**src/rtl/capture_pkg.sv**
```systemverilog
`default_nettype none

package capture_pkg;

   // ************************************************************
   // Sizes
   // ************************************************************
   localparam int DATA_W         = 16;
   localparam int ADDR_W         = 7;
   localparam int CAPTURE_DEPTH  = 64;
   localparam int BLOCK_LEN      = 8;

   // Playback may start once this many words sit in memory
   localparam int PREFILL_WORDS  = 32;

   localparam int ACQ_DEPTH      = 16;
   localparam int TX_DEPTH       = 8;
   localparam int ACQ_CNT_W      = $clog2(ACQ_DEPTH + 1);
   localparam int TX_CNT_W       = $clog2(TX_DEPTH + 1);

   // RAM behaviour
   localparam int RD_LATENCY     = 2;
   localparam int REFRESH_PERIOD = 32;

   // ************************************************************
   // Types
   // ************************************************************
   typedef logic [DATA_W-1:0] sample_t;
   typedef logic [ADDR_W-1:0] addr_t;

   typedef enum logic [1:0]
   {
      PHASE_IDLE      = 2'd0,
      PHASE_CAPTURING = 2'd1,
      PHASE_DONE      = 2'd2
   } capture_phase_t;

endpackage

`default_nettype wire
```
**src/rtl/mem_cmd_if.sv**
```systemverilog
`timescale 1ns/10ps
`default_nettype none

interface mem_cmd_if;
   import capture_pkg::*;

   logic    cmd_valid;
   logic    cmd_write;
   addr_t   cmd_addr;
   sample_t cmd_wdata;
   logic    cmd_ready;

   // Read return, one pulse per accepted read
   logic    rd_valid;
   sample_t rd_data;

   modport requester (output cmd_valid, cmd_write, cmd_addr, cmd_wdata,
                      input  cmd_ready, rd_valid, rd_data);

   modport memory (input  cmd_valid, cmd_write, cmd_addr, cmd_wdata,
                   output cmd_ready, rd_valid, rd_data);

endinterface

`default_nettype wire

```
**src/rtl/capture_top.sv**
```systemverilog
`timescale 1ns/10ps
`default_nettype none

module capture_top (
   input  logic                 bb_clk,
   input  logic                 rst,
   input  logic                 start,
   input  logic                 sample_valid,
   input  capture_pkg::sample_t sample_data,
   output logic                 sample_ready,
   output logic                 tx_valid,
   output capture_pkg::sample_t tx_data,
   input  logic                 tx_ready,
   output logic                 capture_done,
   output logic                 replay_done
);
   import capture_pkg::*;

   logic [ACQ_CNT_W-1:0] acq_count;
   sample_t              acq_data;
   logic                 acq_pop;
   logic                 acq_full;
   logic                 tx_push;
   sample_t              tx_push_data;
   logic                 tx_pop;
   logic                 tx_empty;
   logic [ADDR_W:0]      words_written;
   capture_phase_t       phase;

   mem_cmd_if wr_port ();
   mem_cmd_if rd_port ();
   mem_cmd_if ram_port ();

   assign sample_ready = !acq_full;
   assign tx_valid     = !tx_empty;
   assign tx_pop       = tx_ready && !tx_empty;
   assign capture_done = (phase == PHASE_DONE);

   // ************************************************************
   // Acquisition and transmit buffering
   // ************************************************************
   sample_fifo #(.DEPTH(ACQ_DEPTH)) acq_fifo (
      .bb_clk    (bb_clk),
      .rst       (rst),
      .push      (sample_valid),
      .push_data (sample_data),
      .pop       (acq_pop),
      .pop_data  (acq_data),
      .full      (acq_full),
      .empty     (),
      .count     (acq_count)
   );

   sample_fifo #(.DEPTH(TX_DEPTH)) tx_fifo (
      .bb_clk    (bb_clk),
      .rst       (rst),
      .push      (tx_push),
      .push_data (tx_push_data),
      .pop       (tx_pop),
      .pop_data  (tx_data),
      .full      (),
      .empty     (tx_empty),
      .count     ()
   );

   // ************************************************************
   // Movers, arbitration and memory
   // ************************************************************
   capture_writer u_writer (
      .bb_clk        (bb_clk),
      .rst           (rst),
      .start         (start),
      .acq_count     (acq_count),
      .acq_data      (acq_data),
      .acq_pop       (acq_pop),
      .mem           (wr_port.requester),
      .words_written (words_written),
      .phase         (phase)
   );

   playback_reader u_reader (
      .bb_clk        (bb_clk),
      .rst           (rst),
      .words_written (words_written),
      .tx_pop        (tx_pop),
      .mem           (rd_port.requester),
      .tx_push       (tx_push),
      .tx_push_data  (tx_push_data),
      .replay_done   (replay_done)
   );

   mem_arbiter u_arbiter (
      .bb_clk (bb_clk),
      .rst    (rst),
      .wr_req (wr_port.memory),
      .rd_req (rd_port.memory),
      .ram    (ram_port.requester)
   );

   sample_ram u_ram (
      .bb_clk (bb_clk),
      .rst    (rst),
      .port   (ram_port.memory)
   );

endmodule

`default_nettype wire

```
**src/rtl/sample_ram.sv**
```systemverilog
`timescale 1ns/10ps
`default_nettype none

module sample_ram (
   input  logic      bb_clk,
   input  logic      rst,
   mem_cmd_if.memory port
);
   import capture_pkg::*;

   sample_t                          mem [CAPTURE_DEPTH];
   logic [$clog2(REFRESH_PERIOD)-1:0] ref_cnt;
   logic [RD_LATENCY-1:0]            vld_pipe;
   sample_t                          data_pipe [RD_LATENCY];
   logic [$clog2(CAPTURE_DEPTH)-1:0] word_addr;
   logic                             accept;

   // Refresh steals the last slot of every period
   assign port.cmd_ready = (ref_cnt != REFRESH_PERIOD-1);

   assign accept    = port.cmd_valid && port.cmd_ready;
   assign word_addr = port.cmd_addr[$clog2(CAPTURE_DEPTH)-1:0];

   assign port.rd_valid = vld_pipe[RD_LATENCY-1];
   assign port.rd_data  = data_pipe[RD_LATENCY-1];

   always_ff @(posedge bb_clk or posedge rst)
   begin
      if (rst)
      begin
         ref_cnt  <= '0;
         vld_pipe <= '0;
      end
      else
      begin
         ref_cnt  <= ref_cnt + 1'b1;
         vld_pipe <= {vld_pipe[RD_LATENCY-2:0], accept && !port.cmd_write};
      end
   end

   // Array and read data pipeline
   always_ff @(posedge bb_clk)
   begin
      if (accept && port.cmd_write)
         mem[word_addr] <= port.cmd_wdata;
      data_pipe[0] <= mem[word_addr];
      for (int i = 1; i < RD_LATENCY; i++)
         data_pipe[i] <= data_pipe[i-1];
   end

endmodule

`default_nettype wire

```
**src/rtl/mem_arbiter.sv**
```systemverilog
`timescale 1ns/10ps
`default_nettype none

module mem_arbiter (
   input  logic        bb_clk,
   input  logic        rst,
   mem_cmd_if.memory    wr_req,
   mem_cmd_if.memory    rd_req,
   mem_cmd_if.requester ram
);
   import capture_pkg::*;

   // High means the reader wins a tie
   logic rd_first;
   logic grant_wr;
   logic grant_rd;
   logic cmd_accept;

   assign grant_rd = rd_req.cmd_valid && (!wr_req.cmd_valid || rd_first);
   assign grant_wr = wr_req.cmd_valid && !grant_rd;

   // ************************************************************
   // Command mux
   // ************************************************************
   assign ram.cmd_valid = wr_req.cmd_valid || rd_req.cmd_valid;
   assign ram.cmd_write = grant_rd ? rd_req.cmd_write : wr_req.cmd_write;
   assign ram.cmd_addr  = grant_rd ? rd_req.cmd_addr  : wr_req.cmd_addr;
   assign ram.cmd_wdata = grant_rd ? rd_req.cmd_wdata : wr_req.cmd_wdata;

   assign wr_req.cmd_ready = grant_wr && ram.cmd_ready;
   assign rd_req.cmd_ready = grant_rd && ram.cmd_ready;

   assign cmd_accept = ram.cmd_valid && ram.cmd_ready;

   // Only the reader issues reads
   assign rd_req.rd_valid = ram.rd_valid;
   assign rd_req.rd_data  = ram.rd_data;
   assign wr_req.rd_valid = 1'b0;
   assign wr_req.rd_data  = '0;

   // Whoever was just served drops to the back
   always_ff @(posedge bb_clk or posedge rst)
   begin
      if (rst)
         rd_first <= 1'b0;
      else if (cmd_accept)
         rd_first <= grant_wr;
   end

endmodule

`default_nettype wire

```
**src/rtl/playback_reader.sv**
```systemverilog
`timescale 1ns/10ps
`default_nettype none

module playback_reader (
   input  logic                          bb_clk,
   input  logic                          rst,
   input  logic [capture_pkg::ADDR_W:0]  words_written,
   input  logic                          tx_pop,
   mem_cmd_if.requester                  mem,
   output logic                          tx_push,
   output capture_pkg::sample_t          tx_push_data,
   output logic                          replay_done
);
   import capture_pkg::*;

   logic [ADDR_W:0]    rd_ptr;
   logic [ADDR_W:0]    pop_cnt;
   logic [TX_CNT_W-1:0] credits;
   logic               armed;
   logic               rd_accept;

   // words_written only grows, so this never drops once set
   assign armed = (words_written >= PREFILL_WORDS);

   // ************************************************************
   // Read requests
   // ************************************************************
   // Request stays up until accepted since none of its terms can fall
   assign mem.cmd_valid = armed && (rd_ptr < words_written) && (credits != '0);
   assign mem.cmd_write = 1'b0;
   assign mem.cmd_addr  = rd_ptr[ADDR_W-1:0];
   assign mem.cmd_wdata = '0;

   assign rd_accept = mem.cmd_valid && mem.cmd_ready;

   // Credits guarantee room, so returns go straight into the tx FIFO
   assign tx_push      = mem.rd_valid;
   assign tx_push_data = mem.rd_data;

   always_ff @(posedge bb_clk or posedge rst)
   begin
      if (rst)
      begin
         rd_ptr  <= '0;
         credits <= TX_CNT_W'(TX_DEPTH);
      end
      else
      begin
         if (rd_accept)
            rd_ptr <= rd_ptr + 1'b1;

         case ({rd_accept, tx_pop})
            2'b10:   credits <= credits - 1'b1;
            2'b01:   credits <= credits + 1'b1;
            default: credits <= credits;
         endcase
      end
   end

   // ************************************************************
   // Completion
   // ************************************************************
   always_ff @(posedge bb_clk or posedge rst)
   begin
      if (rst)
      begin
         pop_cnt     <= '0;
         replay_done <= 1'b0;
      end
      else if (tx_pop)
      begin
         pop_cnt <= pop_cnt + 1'b1;
         if (pop_cnt == CAPTURE_DEPTH-1)
            replay_done <= 1'b1;
      end
   end

endmodule

`default_nettype wire

```
**src/rtl/capture_writer.sv**
```systemverilog
`timescale 1ns/10ps
`default_nettype none

module capture_writer (
   input  logic                              bb_clk,
   input  logic                              rst,
   input  logic                              start,
   input  logic [capture_pkg::ACQ_CNT_W-1:0] acq_count,
   input  capture_pkg::sample_t              acq_data,
   output logic                              acq_pop,
   mem_cmd_if.requester                      mem,
   output logic [capture_pkg::ADDR_W:0]      words_written,
   output capture_pkg::capture_phase_t       phase
);
   import capture_pkg::*;

   logic                          block_active;
   logic [$clog2(BLOCK_LEN)-1:0]  blk_cnt;
   logic                          wr_accept;

   // Write pointer is the low part of the word count
   assign mem.cmd_valid = block_active;
   assign mem.cmd_write = 1'b1;
   assign mem.cmd_addr  = words_written[ADDR_W-1:0];
   assign mem.cmd_wdata = acq_data;

   assign wr_accept = mem.cmd_valid && mem.cmd_ready;

   // FIFO head leaves on the same edge as its write
   assign acq_pop   = wr_accept;

   always_ff @(posedge bb_clk or posedge rst)
   begin
      if (rst)
      begin
         phase         <= PHASE_IDLE;
         block_active  <= 1'b0;
         blk_cnt       <= '0;
         words_written <= '0;
      end
      else
      begin
         case (phase)
            PHASE_IDLE:
               if (start)
                  phase <= PHASE_CAPTURING;
            PHASE_CAPTURING:
               if (!block_active)
               begin
                  // Wait for a full block in the acquisition FIFO
                  if (acq_count >= BLOCK_LEN)
                  begin
                     block_active <= 1'b1;
                     blk_cnt      <= '0;
                  end
               end
               else if (wr_accept)
               begin
                  words_written <= words_written + 1'b1;
                  blk_cnt       <= blk_cnt + 1'b1;
                  if (blk_cnt == BLOCK_LEN-1)
                     block_active <= 1'b0;
                  if (words_written == CAPTURE_DEPTH-1)
                     phase <= PHASE_DONE;
               end
            default:
               phase <= phase;
         endcase
      end
   end

endmodule

`default_nettype wire

```
**src/rtl/sample_fifo.sv**
```systemverilog
`timescale 1ns/10ps
`default_nettype none

module sample_fifo #(
   parameter int DEPTH = 16
) (
   input  logic                         bb_clk,
   input  logic                         rst,
   input  logic                         push,
   input  capture_pkg::sample_t         push_data,
   input  logic                         pop,
   output capture_pkg::sample_t         pop_data,
   output logic                         full,
   output logic                         empty,
   output logic [$clog2(DEPTH+1)-1:0]   count
);
   import capture_pkg::*;

   sample_t                    mem [DEPTH];
   logic [$clog2(DEPTH)-1:0]   wr_ptr;
   logic [$clog2(DEPTH)-1:0]   rd_ptr;
   logic                       do_push;
   logic                       do_pop;

   assign full     = (count == DEPTH);
   assign empty    = (count == '0);
   assign do_push  = push && !full;
   assign do_pop   = pop && !empty;

   // Head word is visible without a read cycle
   assign pop_data = mem[rd_ptr];

   always_ff @(posedge bb_clk)
   begin
      if (do_push)
         mem[wr_ptr] <= push_data;
   end

   always_ff @(posedge bb_clk or posedge rst)
   begin
      if (rst)
      begin
         wr_ptr <= '0;
         rd_ptr <= '0;
         count  <= '0;
      end
      else
      begin
         if (do_push)
            wr_ptr <= (wr_ptr == DEPTH-1) ? '0 : wr_ptr + 1'b1;
         if (do_pop)
            rd_ptr <= (rd_ptr == DEPTH-1) ? '0 : rd_ptr + 1'b1;

         // Push and pop together leave the count alone
         case ({do_push, do_pop})
            2'b10:   count <= count + 1'b1;
            2'b01:   count <= count - 1'b1;
            default: count <= count;
         endcase
      end
   end

endmodule

`default_nettype wire

```
**config.mk**
```make
export PLATFORM = sky130hd
export DESIGN_NAME = capture_top
export DESIGN_NICKNAME = d
export VERILOG_FILES = /design/src/rtl/capture_pkg.sv /design/src/rtl/mem_cmd_if.sv /design/src/rtl/capture_top.sv /design/src/rtl/sample_ram.sv /design/src/rtl/mem_arbiter.sv /design/src/rtl/playback_reader.sv /design/src/rtl/capture_writer.sv /design/src/rtl/sample_fifo.sv
export SDC_FILE = /design/constraint.sdc
export NUM_CORES = 1
export LEC_CHECK = 0
export BUFFER_PORTS_ARGS = -buffer_cell sky130_fd_sc_hd__buf_2
export CAP_MARGIN = 30
export CELL_PAD_IN_SITES_DETAIL_PLACEMENT = 1
export CELL_PAD_IN_SITES_GLOBAL_PLACEMENT = 1
export CORE_ASPECT_RATIO = 0.8
export CORE_MARGIN = 2
export CORE_UTILIZATION = 32
export CTS_CLUSTER_DIAMETER = 100
export DETAILED_ROUTE_END_ITERATION = 8
export HOLD_SLACK_MARGIN = 0.1
export PLACE_DENSITY = 0.49
export SYNTH_ARGS = -nofsm -noshare
export SYNTH_HDL_FRONTEND = slang
export SYNTH_SLANG_ARGS = --single-unit
export TNS_END_PERCENT = 100
```
**constraint.sdc**
```tcl
create_clock -name bb_clk -period 5.11 [get_ports bb_clk]
set_input_delay 0.7665 -clock bb_clk [delete_from_list [all_inputs] [get_ports bb_clk]]
set_output_delay 0.7665 -clock bb_clk [all_outputs]
set_load 0.05 [all_outputs]
```
* After elaboration in Yosys (flattened, before gate mapping)
Memories as Yosys holds them, arrays and structs flattened. Index checks and enable logic that the tools add are counted.
Cells by class: equality and inequality tests 23, multiplexer cells 28, add/subtract/negate cells 15, reductions and logical operators 37, magnitude comparators 3
Operators with widths (number):
- $add A8 B1 Y8 const B | 3
- $add A4 B1 Y4 const B | 4
- $eq A8 B6 Y1 const B | 2
- $logic_and A1 B1 Y1 | 16
- $mux W16 | 1
- $pmux W4 S2 | 2
- $mux W3 | 5
- $eq A4 B4 Y1 const B | 3
- $mux W1 | 11
- $add A5 B1 Y5 const B | 2
- $pmux W5 S2 | 1
- $reduce_bool A2 Y1 | 5
- $add A3 B1 Y3 const B | 3
- $eq A3 B3 Y1 const B | 3
- $eq A2 B1 Y1 const B | 4
- $eq A2 B2 Y1 const B | 4
- $ge A8 B6 Y1 const B | 1
- $lt A8 B8 Y1 | 1
- $mux W2 | 4
- $mux W4 | 2
- $sub A4 B1 Y4 const B | 2
- $logic_not A1 Y1 | 6
- $mux W6 | 1
- $ne A2 B2 Y1 const B | 3
- 14 further kinds | 17
Word-level totals: bits in writable memories 1440, word-level logic and storage cells 127, output and inout bits 20, memories 4, register bits after elaboration 66
Memories:
- u_ram.mem | depth 64, bits a word 16, read ports 1, clocked after memory_dff 0, write ports 1, line sample_ram.sv:11 | sample_t mem [CAPTURE_DEPTH];
- acq_fifo.mem | depth 16, bits a word 16, read ports 1, clocked after memory_dff 0, write ports 1, line sample_fifo.sv:19 | sample_t mem [DEPTH];
- tx_fifo.mem | depth 8, bits a word 16, read ports 1, clocked after memory_dff 0, write ports 1, line sample_fifo.sv:19
- u_ram.data_pipe | depth 2, bits a word 16, read ports 2, clocked after memory_dff 0, write ports 2, line sample_ram.sv:14 | sample_t data_pipe [RD_LATENCY];

* Logic depth before layout (Yosys ltp)
Gate-level depths: netlist of run 1.
word-level depth 11, gate-level depth with buffers 18, gate-level depth less buffers 15

* Modules after synthesis
From an unflattened synthesis of run 1, not the netlist that was laid out.
Second synthesis, totals: cell total of the unflattened synthesis 3355, area, all modules 59572.1 µm²
Modules (own cells, without submodules):
- sample_ram | cells an instance 2299, area an instance 40396.2 µm², instances 1, seq. area each 31565.3 µm²
- sample_fifo at acq_fifo | cells an instance 493, area an instance 10523.8 µm², instances 1, seq. area each 8012.7 µm²
- sample_fifo at tx_fifo | cells an instance 253, area an instance 5604.1 µm², instances 1, seq. area each 4093.9 µm²
- playback_reader | cells an instance 152, area an instance 1521.5 µm², instances 1, seq. area each 526.8 µm²
- capture_writer | cells an instance 83, area an instance 858.3 µm², instances 1, seq. area each 350.3 µm²
- mem_arbiter | cells an instance 71, area an instance 640.6 µm², instances 1, seq. area each 25.0 µm²
- capture_top | cells an instance 4, area an instance 27.5 µm², instances 1, seq. area each 0.0 µm²

* Worst setup path before layout of run 1
OpenSTA, ideal clock, no wires.
path kind register -> register, start point reg u_writer.words_written[3] (netlist name), end point mem u_ram.mem[13][0] (netlist name) (enable), required time 4.721 ns, clock period less this slack 3.772 ns, cell stages (with the launch flop) 13, library setup time 0.389 ns, arrival time 3.384 ns, setup slack 1.338 ns, cells stage by stage dfrtp_1 > clkbuf_1 > inv_1 > ha_1 > nor2_1 > or3_1 > o221ai_1 > buf_6 > mux2i_1 > buf_2 > clkbuf_1 > nand3_1 > nor2_1
On the way: word-level cells in the longest chain between the ends 8, elaborated cells on any way between the ends 12
RTL lines:
- from (decl) | line capture_writer.sv:12 | output logic [capture_pkg::ADDR_W:0] words_written,
- from (signal assigned) | line capture_writer.sv:59 | words_written <= words_written + 1'b1;
- $ge A8 B6 Y1 / $lt A8 B8 Y1 (equally long branches) | line playback_reader.sv:23, playback_reader.sv:29
- $logic_and A1 B1 Y1 (2 in series) | line playback_reader.sv:29 | assign mem.cmd_valid = armed && (rd_ptr < words_written) && (credits != '0);
- $logic_and A1 B1 Y1 / $logic_or A1 B1 Y1 (equally long branches) | line mem_arbiter.sv:19, mem_arbiter.sv:25
- $mux W1 / $logic_and A1 B1 Y1 (equally long branches) | line mem_arbiter.sv:26, sample_ram.sv:21
- $logic_and A1 B1 Y1 | line sample_ram.sv:44 | if (accept && port.cmd_write)
- $mux W1 | line sample_ram.sv:44
- $mux W1 (not written as such) | line sample_ram.sv:45 | mem[word_addr] <= port.cmd_wdata;
- to (decl) | line sample_ram.sv:11
Parallel ways exist; a longest one is shown, timed or not.

==> results.txt, run 1 <==
Footprint of the multi-input gates - 20900 um2
Tcrit/Tclk final - 94.7%
CP delay by family, top - compound AO/OA/AOI/OAI gates
Peak VDD IR - 669 uV
Avg Cell Area, Syn - 12.3 um2
Largest family of logic cells by synthesized area - simple AND/OR/NAND/NOR gates
Clock Sinks - 1506
Ys async rst share - 4.38%
Total CTS buffers - 165
Startpoint Class - flop
Post-route cell area - 77300 um2
Core Rows - 150
Post-synthesis sequential area ratio - 66.6%
Via count - 45300
Pin count of the biggest net entering global routing - 161
Synth Area in Compound Gates - 11.5%
Hold EP - u_writer.phase[0]
Max incr delay on CP - 940 ps
CP Buf/Inv Count - 2
Count leader, synth - edfxtp_1
Worst skew pair latency - 820 ps
Max clock buf depth - 3
CP Max Fanout - 138
Multiplexer share of the synthesized area - 6.17%
Synth Flop Type - edfxtp_1
Share of layout cells above drive strength 1 - 13.8%
Vias in the first global route - 47300
1st-iter DRT viols - 3531
R2R setup slack - 270 ps
Initial Util - 32.1%
Total grt overflow - 0
Power per Cell Area - 777 nW/um2
Count of final hold-check violations - 0
Fillers - 21900
Critical path type - flop to flop
Post-synth top area share - 63.2%
R2r endpoint - u_ram.data_pipe[0][6]
Die area - 213000 um2
Worst-Margin Slew - 1170 ps
Max Cap Violations - 0
CP Data Arrival Time - 5460 ps
Initial antenna violation count - 17
Yosys top cell by area - edfxtp_1
CTS tree - yes
Avg WL per Cell - 27.7 um
GRT Total Usage - 21.7%
RSZ-0062 raised after global routing - false
Final TNS setup - 0 ps
Nets - 5566
First-pass GRT wire length - 338000 um
Commonest cells in the netlist - 1408 x edfxtp_1, 1203 x nand2_1, 778 x a21oi_1
Hold_sp - start
DRC - 0
Dominant cells by area after synthesis - edfxtp_1 63%, nand2_1 6.8%, a21oi_1 5.8%
Vias per cell - 5.39
Slew Limit Fails - 0
Post-Synth Simple-Gate Area - 11.9%
Setup violators final - 0
Clock Pin Slew Worst Setup and Hold Paths - 60 ps
Htree depth - 4
GPL Wtd Cong - 0.755
Status - finished, final reports clean
Buffers on Ports - 40
Leak - 0.0260 uW
CP required - 5730 ps
EDFF count, synth - 1408
Placed cell areas - 71600 um2
Post-Synth XOR/XNOR Area - 0.498%
Post-Syn Area - 66900 um2
Post-Route WL - 232000 um
CP Capture Type - flop
Post-Syn Instances - 5442
Hpwl dp - 130000 um
Syn Nets - 5500
Post-CTS sizing - 0
Seq. cell area - 44600 um2
Ys Warns - 0
Post-synthesis register bit count - 1506
Pwr Total - 60100 uW
Drt pass-1 iters - 5
Hold Path Depth - 3
Clock Tree Root - clkbuf_16
Fmax - 207 MHz
IO Pins - 41
Crit-path slowest cell - a22oi_1
Adder-Cell Fraction of Synth Area - 0.726%
R2r worst-path depth - 11
Die Y - 413 um
Synth unique cells - 55
Hold Path Class - primary input to flop
Final Util - 37.1%
Routed Antenna Nets - 0
Area grow syn2layout - 15.6%
Worst hold slack - 166 ps
R2R Path Start - u_writer.words_written[2]
Core area - 208000 um2
Die X-Extent - 515 um
Layout Skew - 40.1 ps
Worst rel slew slack - 21.7%
Minimum clock period after layout - 4840 ps
Worst-path cell chain - inv_1, ha_1, a211o_1, a31oi_1, o221a_4, buf_12, a21oi_1, o21ai_0, o2111ai_1, a22oi_1, nand4_1
## per-layer routing
layer	up-vias	track usage, %	wire length, um
li1	20100	-	-
met1	24000	32.0	113000
met2	905	33.8	105000
met3	263	2.99	9430
met4	2	5.01	4610
met5	-	0	13
## where the power goes
group / internal [uW] / switching (uW) / leakage [uW]
Combinational: 8030 / 20200 / 0.00944
Sequential: 18300 / 1080 / 0.0138
Clock: 7080 / 5340 / 0.00270
## worst max-delay path by stage
stage                               from                    end  slack, ps  depth (start not counted)
2_1_floorplan  u_writer.words_written[3]       u_ram.mem[13][0]       1340                         12
3_3_place_gp   u_writer.words_written[2]  u_ram.data_pipe[0][6]         60                         12
3_5_place_dp   u_writer.words_written[2]  u_ram.data_pipe[0][1]        290                         12
4_1_cts        u_writer.words_written[2]  u_ram.data_pipe[0][1]        310                         12
5_1_grt        u_writer.words_written[2]  u_ram.data_pipe[0][7]         50                         12
6_report       u_writer.words_written[2]  u_ram.data_pipe[0][6]        270                         11
## registers in the layout (all words and copies together) (netlist names), 4 cells and up
name and cells:
u_ram.data_pipe 32, acq_fifo.wr_ptr 4, acq_fifo.count 5, u_writer.words_written 8
tx_fifo.mem 128, u_ram.ref_cnt 5, u_reader.credits 4, u_reader.pop_cnt 8
tx_fifo.count 4, acq_fifo.mem 256, u_ram.mem 1024, acq_fifo.rd_ptr 4
u_reader.rd_ptr 8
## worst min-delay path: cells and delay by family
kind,cells,cell delay [ps]
buf+inv,1,80
compound gates,1,60
simple gates,1,40
## through the flow
stage          cells  setup slack [ps]
2_1_floorplan   5442              1340
3_3_place_gp    8065              59.5
3_5_place_dp    8073               290
4_1_cts         8379               307
5_1_grt         8386              46.4
6_report        8393               270
## layout make-up
class | instances | share of cell area, %
sequential | 1506 | 57.7
multi-input combinational | 3525 | 27.1
clock buffer | 218 | 5.74
tap | 2736 | 4.43
timing repair buffer | 284 | 3.44
clock inverter | 87 | 1.48
inverter | 26 | 0.136
antenna | 11 | 0.0356
## kinds of logic (layout without fill, tap and decap cells)
kind of cell / count (synthesis) / in the layout
simple gates: 1789 / 1789
flops: 1506 / 1506
compound gates: 1393 / 1393
buf+inv: 411 / 615
mux: 268 / 268
xor+xnor: 38 / 38
fa+ha+maj: 37 / 37
other cells: 0 / 11
## placed cells by master, fill, tap and decap left out, types with 64 or more instances in the layout
cell / synthesis / layout
edfxtp_1: 1408 / 1408
clkbuf_16: 0 / 167
o21ai_0: 398 / 398
o2111ai_1: 128 / 128
buf_4: 2 / 191
mux4_2: 112 / 112
a22oi_1: 64 / 64
a21oi_1: 778 / 778
nor2_2: 0 / 80
nand2_1: 1203 / 1203
mux2i_1: 133 / 130
nand2b_1: 396 / 396
## repair_timing
action	4_1_cts	5_1_grt
hold buffers	1	0
endpoints found under the hold margin	28	0
setup buffers	0	0
Note: power is estimated with default switching activity, not from simulation.
==> run 2: changes to the inputs <==
--- a/config.mk
+++ b/config.mk
@@ -15,7 +15,7 @@
 export CTS_CLUSTER_DIAMETER = 100
 export DETAILED_ROUTE_END_ITERATION = 8
 export HOLD_SLACK_MARGIN = 0.1
-export PLACE_DENSITY = 0.49
+export PLACE_DENSITY = 0.51
 export SYNTH_ARGS = -nofsm -noshare
 export SYNTH_HDL_FRONTEND = slang
 export SYNTH_SLANG_ARGS = --single-unit
==> results.txt, run 2 (synthesis results as in run 1) <==
Vias in the first global route - 46600 (was 47300)
Hold Buf Count CTS - 0 (was 1)
Critical path type - flop to flop (unchanged)
Total CTS buffers - 164 (was 165)
RSZ-0062 raised after global routing - false (unchanged)
Share of layout cells above drive strength 1 - 13.9% (was 13.8%)
Core area - 208000 um2 (unchanged)
Initial antenna violation count - 18 (was 17)
GRT Total Usage - 21.1% (was 21.7%)
First-pass GRT wire length - 329000 um (was 338000 um)
Setup violators final - 0 (unchanged)
Worst hold slack - 150 ps (was 166 ps)
Worst rel slew slack - 20.6% (was 21.7%)
Die X-Extent - 515 um (unchanged)
Pwr Total - 59700 uW (was 60100 uW)
Buffers on Ports - 40 (unchanged)
Max reg flops - 1024 (unchanged)
CP Max Fanout - 11 (was 138)
CTS tree - yes (unchanged)
CP Data Arrival Time - 5360 ps (was 5460 ps)
1st-iter DRT viols - 3673 (was 3531)
Slew Limit Fails - 0 (unchanged)
Max Cap Violations - 0 (unchanged)
Max clock buf depth - 3 (unchanged)
Tcrit/Tclk final - 94.9% (was 94.7%)
Minimum clock period after layout - 4850 ps (was 4840 ps)
CP required - 5620 ps (was 5730 ps)
Clock Sinks - 1506 (unchanged)
Final Worst Setup Slack - 262 ps (was 270 ps)
Final TNS setup - 0 ps (unchanged)
R2r endpoint - u_ram.mem[5][15] (was u_ram.data_pipe[0][6])
Status - finished, final reports clean (unchanged)
GPL Wtd Cong - 0.790 (was 0.755)
Die area - 213000 um2 (unchanged)
Power per Cell Area - 774 nW/um2 (was 777 nW/um2)
Final Util - 37.0% (was 37.1%)
Htree depth - 4 (unchanged)
Die Y - 413 um (unchanged)
Worst skew pair latency - 820 ps (about the same)
Post-CTS setup buffer count - 0 (unchanged)
R2R setup slack - 260 ps (was 270 ps)
Hold Path Class - primary input to asynchronous set/reset pin (was primary input to flop)
Area grow syn2layout - 15.3% (was 15.6%)
Largest registers - u_ram.mem: 1024 flops, acq_fifo.mem: 256 flops, tx_fifo.mem: 128 flops (unchanged)
R2r worst-path depth - 10 (was 11)
Post-CTS sizing - 0 (unchanged)
Most frequent cells in the layout - 1408 x edfxtp_1, 1203 x nand2_1, 778 x a21oi_1 (unchanged)
Startpoint Class - flop (unchanged)
Leak - 0.0259 uW (was 0.0260 uW)
Total grt overflow - 0 (unchanged)
Most flops, register - u_ram.mem (unchanged)
Clock Tree Root - clkbuf_16 (unchanged)
IO Pins - 41 (unchanged)
Initial Util - 32.1% (unchanged)
Core Rows - 150 (unchanged)
Fmax - 206 MHz (was 207 MHz)
Hpwl dp - 132000 um (was 130000 um)
Clock Pin Slew Worst Setup and Hold Paths - 60 ps (about the same)
Pin count of the biggest net entering global routing - 205 (was 161)
Vias per cell - 5.37 (was 5.39)
Pre-CTS setup slack - 358 ps (was 290 ps)
Nets - 5567 (was 5566)
Worst-Margin Slew - 1190 ps (was 1170 ps)
Via count - 45000 (was 45300)
Avg WL per Cell - 26.9 um (was 27.7 um)
Most common cell after layout, fill and taps aside - edfxtp_1 (unchanged)
Post-Route WL - 226000 um (was 232000 um)
Peak VDD IR - 685 uV (was 669 uV)
Drt pass-1 iters - 6 (was 5)
Count of final hold-check violations - 0 (unchanged)
CP Capture Type - flop (unchanged)
DRC - 0 (unchanged)
R2R Path Start - u_writer.words_written[2] (unchanged)
Layout Skew - 41.0 ps (was 40.1 ps)
Routed Antenna Nets - 0 (unchanged)
==> run 2: how the worst max path moves through the flow <==
stage	start	end	depth (start not counted)
2_1_floorplan	u_writer.words_written[3]	u_ram.mem[13][0]	12
3_3_place_gp	u_writer.words_written[2]	u_ram.mem[5][2]	10
3_5_place_dp	u_writer.words_written[2]	u_ram.mem[5][15]	10
4_1_cts	u_writer.words_written[2]	u_ram.mem[5][15]	10
5_1_grt	u_writer.words_written[2]	u_ram.mem[5][15]	10
6_report	u_writer.words_written[2]	u_ram.mem[5][15]	10
==> run 2: critical path, stage by stage, from the launching register on <==
cell	delay, ps
dfrtp_1	460
inv_1	140
ha_1	310
a211o_1	260
a31oi_1	380
o221a_4	460
nor2_1	100
a21oi_1	810
nand2b_1	520
nor2_2	740
buf_4	330
==> run 2: final cells by class <==
class                           instances  area (um2)
Multi-Input combinational cell       3525       20900
Tap cell                             2736        3420
Clock buffer                          208        4340
Timing Repair Buffer                  286        2630
Fill cell                           21900      131000
Antenna cell                            5        12.5
Clock inverter                         95        1070
Sequential cell                      1506       44600
Inverter                               26         105
==> run 2: routing by layer <==
| layer | up-vias | global-route usage (%) | routed length, um |
|---|---|---|---|
| met3 | 283 | 3.23 | 10600 |
| met1 | 23700 | 30.4 | 107000 |
| met5 | - | 0 | 13 |
| met4 | 2 | 4.94 | 4750 |
| li1 | 20100 | - | - |
| met2 | 970 | 33.3 | 103000 |
==> run 2: stage by stage <==
step | area (um2) | instances
floorplan | 66900 | 5442
global placement | 71600 | 8074
detailed placement | 71700 | 8078
CTS | 77100 | 8381
global route | 77100 | 8383
finish | 77100 | 8387
==> run 2: where the power goes <==
group | internal (uW) | total, uW | switching [uW]
Sequential | 18300 | 19300 | 1010
Combinational | 8060 | 28400 | 20300
Clock | 6710 | 12000 | 5280
